[config.mk]
export PLATFORM = sky130hd
export DESIGN_NAME = mos8501_shell
export DESIGN_NICKNAME = d
export VERILOG_FILES = /design/src/common/mos8501_pkg.sv /design/src/access_control.sv /design/src/io_port/io_port.sv /design/src/bus/bus_interface.sv /design/src/mos8501_shell.sv
export SDC_FILE = /design/constraint.sdc
export NUM_CORES = 1
export LEC_CHECK = 0
export ABC_AREA = 1
export BUFFER_PORTS_ARGS = -buffer_cell sky130_fd_sc_hd__buf_4
export CELL_PAD_IN_SITES_DETAIL_PLACEMENT = 2
export CELL_PAD_IN_SITES_GLOBAL_PLACEMENT = 2
export CORE_AREA = 2 2 90 92
export DETAILED_ROUTE_END_ITERATION = 12
export DIE_AREA = 0 0 92 94
export PLACE_DENSITY = 0.9
export SLEW_MARGIN = 30
export SYNTH_ARGS = -nofsm -noshare
export SYNTH_HDL_FRONTEND = slang
export SYNTH_SLANG_ARGS = --single-unit
[constraint.sdc]
create_clock -name clk -period 1.65 [get_ports clk]
set_input_delay 0.2475 -clock clk [delete_from_list [all_inputs] [get_ports clk]]
set_output_delay 0.2475 -clock clk [all_outputs]
set_load 0.05 [all_outputs]
[src/common/mos8501_pkg.sv]
package mos8501_pkg;

	////////////////////////////////////////
	// Bus widths
	////////////////////////////////////////

	// The 6502 family drives a 16 bit address bus
	localparam int ADDR_WIDTH = 16;

	// Data moves one byte at a time
	localparam int DATA_WIDTH = 8;

	// Widest on-chip port the shell can hold
	// Smaller ports use only the low bits of port_t
	localparam int PORT_MAX_WIDTH = 8;

	////////////////////////////////////////
	// Typedefs
	////////////////////////////////////////

	// One address word as seen on the system bus
	typedef logic [ADDR_WIDTH-1:0] addr_t;

	// One byte on the data bus
	typedef logic [DATA_WIDTH-1:0] data_t;

	// Port pins, direction bits and data bits all share this shape
	typedef logic [PORT_MAX_WIDTH-1:0] port_t;

	////////////////////////////////////////
	// Port register map
	////////////////////////////////////////

	// The direction register sits at the very bottom of the address space
	localparam addr_t PORT_DIR_ADDR = 16'h0000;

	// The data register follows right after it
	localparam addr_t PORT_DATA_ADDR = 16'h0001;

	////////////////////////////////////////
	// Structs
	////////////////////////////////////////

	// One core cycle as the core presents it to the shell
	// The we bit is high when the core writes
	typedef struct packed {
		addr_t address;
		data_t data;
		logic  we;
	} core_bus_t;

	// Decoded port request handed from the decoder to the port block
	// reg_sel low picks the direction register, high picks the data register
	typedef struct packed {
		logic  wr_strobe;
		logic  reg_sel;
		data_t wdata;
	} port_req_t;

endpackage

[src/access_control.sv]
`timescale 1ns/1ps

module access_control (
	input  mos8501_pkg::core_bus_t core_bus,
	input  mos8501_pkg::data_t     data_in,
	input  mos8501_pkg::data_t     port_rdata,
	input  logic                   enable,
	input  logic                   rdy,
	output mos8501_pkg::port_req_t port_req,
	output mos8501_pkg::data_t     bus_wdata,
	output logic                   core_we,
	output mos8501_pkg::data_t     core_data_in,
	output logic                   core_enable
);

	////////////////////////////////////////
	// Address decode
	////////////////////////////////////////

	// Decode is done once here and handed out as strobes
	logic dir_sel;
	logic data_sel;
	logic port_access;
	logic port_write;
	logic port_read;

	// The port occupies the two lowest addresses
	assign dir_sel  = (core_bus.address == mos8501_pkg::PORT_DIR_ADDR);
	assign data_sel = (core_bus.address == mos8501_pkg::PORT_DATA_ADDR);

	// Any access that hits one of the two port registers
	assign port_access = dir_sel | data_sel;

	// Split port accesses by direction
	assign port_write = port_access & core_bus.we;
	assign port_read  = port_access & ~core_bus.we;

	////////////////////////////////////////
	// Port request
	////////////////////////////////////////

	// A register write happens only on a real core step
	// so the strobe also carries enable
	assign port_req.wr_strobe = enable & port_write;

	// Address bit 0 tells the two registers apart
	assign port_req.reg_sel = data_sel;

	// The port takes the byte the core is writing
	assign port_req.wdata = core_bus.data;

	////////////////////////////////////////
	// Bus write data
	////////////////////////////////////////

	// The pass-through of the write direction to the bus side
	assign core_we = core_bus.we;

	// On a port write the real chip leaves the last read byte on the bus
	// That byte is the low address byte, so 0x00 or 0x01
	always_comb
	begin
		if (port_write)
		begin
			if (data_sel)
				bus_wdata = 8'h01;
			else
				bus_wdata = 8'h00;
		end
		else
		begin
			bus_wdata = core_bus.data;
		end
	end

	////////////////////////////////////////
	// Core read data and enable
	////////////////////////////////////////

	// A port read answers from inside the chip, everything else from the bus
	assign core_data_in = port_read ? port_rdata : data_in;

	// rdy low stops the core only when it would read
	// Write cycles always complete, as on the original part
	assign core_enable = (~rdy & ~core_bus.we) ? 1'b0 : enable;

endmodule

[src/io_port/io_port.sv]
`timescale 1ns/1ps

module io_port #(
	parameter int PORT_WIDTH = 8
) (
	input  logic                   clk,
	input  logic                   reset,
	input  mos8501_pkg::port_req_t port_req,
	input  mos8501_pkg::port_t     port_in,
	output mos8501_pkg::data_t     port_rdata,
	output mos8501_pkg::port_t     port_out
);

	////////////////////////////////////////
	// Implemented bits
	////////////////////////////////////////

	// Ones in the low PORT_WIDTH positions
	// Bits above the port width read as zero and drive zero
	localparam mos8501_pkg::port_t PORT_MASK =
		mos8501_pkg::port_t'((1 << PORT_WIDTH) - 1);

	// Direction register, a 1 makes the pin an output
	mos8501_pkg::port_t port_dir;

	// Output data register
	mos8501_pkg::port_t port_data;

	// Pin value as the core sees it on a data register read
	mos8501_pkg::port_t port_io;

	////////////////////////////////////////
	// Register writes
	////////////////////////////////////////

	// Both registers clear on reset so every pin starts as an input
	always_ff @(posedge clk)
	begin
		if (reset)
		begin
			port_dir  <= '0;
			port_data <= '0;
		end
		else if (port_req.wr_strobe)
		begin
			// reg_sel steers the byte to one of the two registers
			if (port_req.reg_sel)
				port_data <= port_req.wdata & PORT_MASK;
			else
				port_dir <= port_req.wdata & PORT_MASK;
		end
	end

	////////////////////////////////////////
	// Pin mixing
	////////////////////////////////////////

	// Input pins show the outside level
	// output pins show what the core last wrote to them
	always_comb
	begin
		port_io = '0;
		for (int i = 0; i < PORT_WIDTH; i++)
		begin
			if (port_dir[i])
				port_io[i] = port_data[i];
			else
				port_io[i] = port_in[i];
		end
	end

	////////////////////////////////////////
	// Read select and outputs
	////////////////////////////////////////

	// Address 0 returns the direction bits and address 1 the mixed pins
	// The decoder only routes this to the core on a port read
	always_comb
	begin
		if (port_req.reg_sel)
			port_rdata = port_io;
		else
			port_rdata = port_dir;
	end

	// The data register drives the pins directly
	// Its unused bits stay zero because writes are masked
	assign port_out = port_data;

endmodule

[src/bus/bus_interface.sv]
`timescale 1ns/1ps

module bus_interface (
	input  logic               clk,
	input  logic               reset,
	input  logic               gate_in,
	input  logic               aec,
	input  mos8501_pkg::addr_t core_address,
	input  logic               core_we,
	input  mos8501_pkg::data_t bus_wdata,
	output mos8501_pkg::addr_t address,
	output mos8501_pkg::data_t data_out,
	output logic               rw
);

	////////////////////////////////////////
	// Registers
	////////////////////////////////////////

	// Byte captured for the write half of the bus cycle
	mos8501_pkg::data_t data_out_reg;

	// Read/write level as captured in the gate phase
	logic rw_reg;

	// aec one cycle late, so the bus is released a cycle after aec drops
	logic aec_reg;

	////////////////////////////////////////
	// Gate phase capture
	////////////////////////////////////////

	// The data byte is refreshed while gate_in is high
	// and held steady while it is low, when it may appear on the bus
	always_ff @(posedge clk)
	begin
		if (gate_in)
			data_out_reg <= bus_wdata;
	end

	// rw follows the core in the same gate phase
	// Reset puts the bus in read so nothing is driven at start-up
	always_ff @(posedge clk)
	begin
		if (reset)
		begin
			rw_reg <= 1'b1;
		end
		else if (gate_in)
		begin
			rw_reg <= ~core_we;
		end
	end

	////////////////////////////////////////
	// Bus ownership
	////////////////////////////////////////

	// Track aec with one cycle of delay
	always_ff @(posedge clk)
	begin
		if (reset)
			aec_reg <= 1'b0;
		else
			aec_reg <= aec;
	end

	////////////////////////////////////////
	// Tri-state emulation
	////////////////////////////////////////

	// All ones stands in for a floating bus, so outputs of several
	// masters can be combined with a plain AND outside the shell

	// The address reacts to aec at once, without the delay
	assign address = aec ? core_address : 16'hffff;

	// Without the bus the shell reports a read
	assign rw = aec_reg ? rw_reg : 1'b1;

	// Data is driven only in the second phase of an owned write cycle
	always_comb
	begin
		if (aec_reg && !gate_in && !rw)
			data_out = data_out_reg;
		else
			data_out = 8'hff;
	end

endmodule

[src/mos8501_shell.sv]
`timescale 1ns/1ps

module mos8501_shell #(
	parameter int PORT_WIDTH = 8
) (
	input  logic                   clk,
	input  logic                   reset,
	input  logic                   enable,
	input  logic                   irq_n,
	input  mos8501_pkg::core_bus_t core_bus,
	input  mos8501_pkg::data_t     data_in,
	input  logic                   gate_in,
	input  logic                   rdy,
	input  logic                   aec,
	input  mos8501_pkg::port_t     port_in,
	output mos8501_pkg::data_t     core_data_in,
	output logic                   core_enable,
	output logic                   core_irq_n,
	output mos8501_pkg::addr_t     address,
	output mos8501_pkg::data_t     data_out,
	output logic                   rw,
	output mos8501_pkg::port_t     port_out
);

	////////////////////////////////////////
	// Internal wiring
	////////////////////////////////////////

	// Decoded request into the port block
	mos8501_pkg::port_req_t port_req;

	// Port read byte back to the decoder
	mos8501_pkg::data_t port_rdata;

	// Byte and direction for the bus side
	mos8501_pkg::data_t bus_wdata;
	logic               core_we;

	// The shell does not touch interrupts
	assign core_irq_n = irq_n;

	// Decode, read data and core enable
	access_control i_access_control (
		.core_bus     (core_bus),
		.data_in      (data_in),
		.port_rdata   (port_rdata),
		.enable       (enable),
		.rdy          (rdy),
		.port_req     (port_req),
		.bus_wdata    (bus_wdata),
		.core_we      (core_we),
		.core_data_in (core_data_in),
		.core_enable  (core_enable)
	);

	// On-chip I/O port at addresses 0 and 1
	io_port #(
		.PORT_WIDTH (PORT_WIDTH)
	) i_io_port (
		.clk        (clk),
		.reset      (reset),
		.port_req   (port_req),
		.port_in    (port_in),
		.port_rdata (port_rdata),
		.port_out   (port_out)
	);

	// System bus side
	bus_interface i_bus_interface (
		.clk          (clk),
		.reset        (reset),
		.gate_in      (gate_in),
		.aec          (aec),
		.core_address (core_bus.address),
		.core_we      (core_we),
		.bus_wdata    (bus_wdata),
		.address      (address),
		.data_out     (data_out),
		.rw           (rw)
	);

endmodule

# Word-level counts from Yosys, hierarchy flattened
# Cells that the tools add are included.
# totals
ff_bits,26
in_bits,48
out_inout_bits,43
word_cells,37
# op_classes
n_eq_ne,1
reduce_logical,7
n_mux,16
bitwise,8
# op_table
operator,count
8-bit 2-to-1 mux,4
16-bit by 1-bit == test with 1-bit output (second input constant),1
16-bit zero test,1
16-bit 2-to-1 mux,1
1-bit 2-to-1 mux,11
1-bit AND,4
2-bit AND reduction,2
1-bit inverter,3
1-bit logical AND,2
1-bit zero test,2
1-bit OR,1

# Depth between registers and ports, before layout
# depth
depth_word,5
depth_mapped,10
mapped_depth_nobuf,9

# By module
# Synthesis repeated with hierarchy kept, for this count alone.
# unflattened
cells_unflattened,251
hier_area_um2,1746.7
# modules_own_cells
mod,n_inst,cells_per_inst,area_each_um2
io_port,1,115,793.3
bus_interface,1,47,506.7
access_control,1,88,439.2
mos8501_shell,1,1,7.5

# Worst setup path before layout
# Ideal clock, no wire load.
# synth_timing
path_type,reg-to-output
start,reg i_bus_interface.rw_reg
end,out data_out[0]
setup_slack_ns,-0.011
t_arrival_ns,1.414
path_stages_with_launch,5
n_path_buf,0
cell_sequence,dfxtp_1 > inv_1 > nand2_1 > nor2_1 > nand2_1
# synth_between
elab_chain_len,4
# synth_lines
item,line,source
start: declaration,bus_interface.sv:24,logic rw_reg;
start signal: assignment,bus_interface.sv:51,rw_reg <= ~core_we;
1-bit 2-to-1 mux,bus_interface.sv:79,assign rw = aec_reg ? rw_reg : 1'b1;
net rw,mos8501_shell.sv:21,"output logic rw,"
1-bit zero test,bus_interface.sv:84,if (aec_reg && !gate_in && !rw)
1-bit logical AND,bus_interface.sv:84,
8-bit 2-to-1 mux,bus_interface.sv:84,
end: declaration,mos8501_shell.sv:20,"output mos8501_pkg::data_t data_out,"
# The timed path passes the listed nets, and every way through them passes these cells.

# Worst setup path in the final report
# layout_timing
start,in core_bus[10] (netlist name)
end,out core_data_in[7]
# layout_between
elab_chain_len,4
word_cells_on_any_way,6
# layout_lines
item,line,source
start: declaration,mos8501_shell.sv:10,"input mos8501_pkg::core_bus_t core_bus,"
16-bit by 1-bit == test with 1-bit output / 16-bit zero test (equally long branches),"access_control.sv:29, access_control.sv:28",
1-bit OR,access_control.sv:32,assign port_access = dir_sel | data_sel;
1-bit AND,access_control.sv:36,assign port_read = port_access & ~core_bus.we;
8-bit 2-to-1 mux *,access_control.sv:81,assign core_data_in = port_read ? port_rdata : data_in;
end: declaration,mos8501_shell.sv:16,"output mos8501_pkg::data_t core_data_in,"
# Mark *: on every way between the ends. The rest lies on a longest branch, timed or not.

==> results.py <==
metrics = {
    "timing": {
        "setup-violations-final": 6,
        "max_freq_mhz": 598,
        "period_minus_slack_ns": 1.67,
        "relSlewSlack": 0.640,
        "hold_viol_final": 0,
        "rsz0062_at_grt": "true",
        "worst_slew_pin_slew_ns": 0.539,
        "worst_slack_ns": -0.0232,
        "whs_ns": 0.149,
        "fin_worst_skew_ns": 0,
        "min_period_over_period": 1.01,
        "drv_slew": 0,
    },
    "grt": {
        "grt_usage": 0.181,
        "grt_max_degree": 18,
        "grt_pass1_wl_mm": 12.1,
        "antenna_found_initial": 0,
        "grt_pass1_vias": 2462,
        "grt.overflow.total": 0,
    },
    "setup_path": {
        "cp-end-kind": "primary output",
        "start_kind": "input port",
        "r2r_end": "i_io_port.port_dir[6]",
        "cp_slowest_stage_delay_ns": 0.17,
        "worstPathMaxFanout": 8,
        "crit_end": "core_data_in[7]",
        "crit_start": "core_bus[10]",
        "r2r_cells": 4,
        "cp_data_arrival_time_ns": 1.43,
        "r2r-start": "i_io_port.port_dir[6]",
        "rrSetupSlack_ns": 0.88,
        "crit_chain": "buf_6 > inv_2 > buf_4 > buf_4 > nand3_1 > nor2_4 > nand3_2 > buf_6 > nand2_1 > nand2_2 > buf_8",
        "slowest_stage": "buf_6",
        "path_class": "input port to primary output",
        "cp.required_ns": 1.40,
    },
    "synth": {
        "yosys.cell_types.count": 19,
        "synth.avg_cell_area_um2": 6.03,
        "synthesis.nets": 336,
        "seq_area_frac_synth": 0.346,
        "syn_area_um2": 1740,
        "synth_warnings": 0,
        "synth_seq_cells": 26,
        "syn_inst": 288,
    },
    "routing": {
        "wl_per_cell_um": 16.3,
        "postRouteWirelength_mm": 8.26,
        "drt_iter0_drc": 41,
        "viasPerCell": 4.39,
        "wl_met3_um": 479,
        "met2_length_mm": 4.71,
        "drc": 0,
        "drt-met1-wl_mm": 2.87,
        "first_pass_iters": 4,
        "vias": 2215,
        "drt.antenna.violating_nets": 0,
        "maxUsedRoutingLayer": "met4",
    },
    "final_layout": {
        "drive_above_1_share": 0.432,
        "syn2layout_area_growth_pct": 76.6,
        "layout_common_cells": "buf_4, nand2_1, inv_1, nor2_1, dfxtp_1",
        "num_antenna_cells": 0,
        "mostFrequentLayoutCell": "buf_4",
        "fin_nets": 452,
    },
    "pwr": {
        "cellLeakagePower_uw": 0.00165,
        "vdd_drop_max_v": 0.000214,
        "powerDensity_nw_per_um2": 509,
    },
    "die": {
        "die_w_um": 92,
        "placement_rows": 32,
        "die_area_um2": 8650,
        "fp.dieH_um": 94,
        "ioPinCount": 91,
        "initial_utilization": 0.228,
        "core_area_um2": 7610,
    },
    "clocking": {
        "clk_pin_slew_worst_paths_ns": 0.09,
        "numCtsBuffers": 3,
        "ctsHtreeMaxLevel": 1,
        "cts_tree": "yes",
        "clock_latency_ns": 0.27,
        "clockBufferDepth": 2,
        "cts.sinks": 26,
        "cts_root_buf": "clkbuf_8",
    },
    "placement": {
        "dp_hpwl_mm": 5.57,
        "gp_congestion": 0.727,
        "place_ws_ns": -0.132,
        "port_buffers": 88,
    },
    "status": {
        "violations": "setup timing",
        "status": "complete, but fails checks",
    },
    "min_path": {
        "hold_class": "input port to register",
    },
    "flow_run": {
        "drv_cap": 0,
    },
}
==> cells by family (layout without fill, tap and decap cells) <==
kind of cell | after synthesis | after routing | share of synthesized area
flip-flops | 26 | 26 | 0.346
AO/OA/AOI/OAI | 3 | 3 | 0.00865
AND/OR/NAND/NOR | 178 | 178 | 0.446
buffers and inverters | 81 | 196 | 0.200
==> synthesized netlist by cell type <==
cell / number / share of area
nand2_1: 105 / 0.23
nor2_2: 2 / 0.0072
o21ai_0: 2 / 0.0058
buf_4: 1 / 0.0043
nand3_2: 2 / 0.012
nand2_2: 1 / 0.0036
dfxtp_1: 18 / 0.21
nand4_1: 9 / 0.032
nand4_4: 1 / 0.012
nand3_1: 18 / 0.052
buf_6: 5 / 0.032
clkbuf_1: 2 / 0.0043
nor2_4: 3 / 0.019
inv_1: 69 / 0.15
nor2_1: 37 / 0.080
a21oi_1: 1 / 0.0029
buf_2: 1 / 0.0029
inv_2: 3 / 0.0065
edfxtp_1: 8 / 0.14
==> repair_timing <==
action | CTS | global route
setup buffers | 17 | 4
hold buffers | 0 | 0
pin swaps | 6 | 23
setup endpoints to repair | 8 | 9
gates resized for setup | 32 | 59
cloned | 2 | 0
==> routing by layer <==
metal / vias to the layer above / global-route usage
met5: - / 0
met4: 0 / 0.0336
met3: 12 / 0.0433
met2: 70 / 0.388
met1: 1062 / 0.170
li1: 1071 / -
==> power by group <==
part           switching (uW)  total [uW]  internal [uW]
Combinational             295         501            206
Sequential               4.71         683            678
Clock                     203         376            173
==> through the flow <==
step / instances / TNS [ns] / total power, uW / cell area, um^2 / utilization
CTS: 503 / -0.480 / 1530 / 2850 / 0.375
finish: 505 / -0.0712 / 1560 / 3070 / 0.403
detailed placement: 480 / -0.767 / 1100 / 2540 / 0.334
global route: 505 / -0.745 / 1640 / 3070 / 0.403
global placement: 480 / -0.124 / 1090 / 2540 / 0.334
floorplan: 288 / -0.0905 / 919 / 1740 / -
==> worst min-delay path by stage <==
stage | start | end | slack (ns) | cells past startpoint
2_1_floorplan | reset | i_bus_interface.aec_reg | 0.32 | 1
3_3_place_gp | reset | i_bus_interface.aec_reg | 0.43 | 2
3_5_place_dp | reset | i_bus_interface.aec_reg | 0.44 | 2
4_1_cts | reset | i_bus_interface.aec_reg | 0.14 | 2
5_1_grt | reset | i_bus_interface.aec_reg | 0.14 | 2
6_report | reset | i_bus_interface.aec_reg | 0.15 | 2
==> critical path: cells and delay by family <==
family | cells | cell delay [ns]
buf+inv | 6 | 0.67
simple gates | 5 | 0.50
==> cell type report <==
class | instances | area, um^2
well taps | 102 | 128
inverters | 72 | 295
fillers | 929 | 4540
clock buffers | 4 | 45.0
repair buffers | 120 | 1050
flip-flops and latches | 26 | 601
multi-input cells | 181 | 943
(Power assumes the default switching activity.)
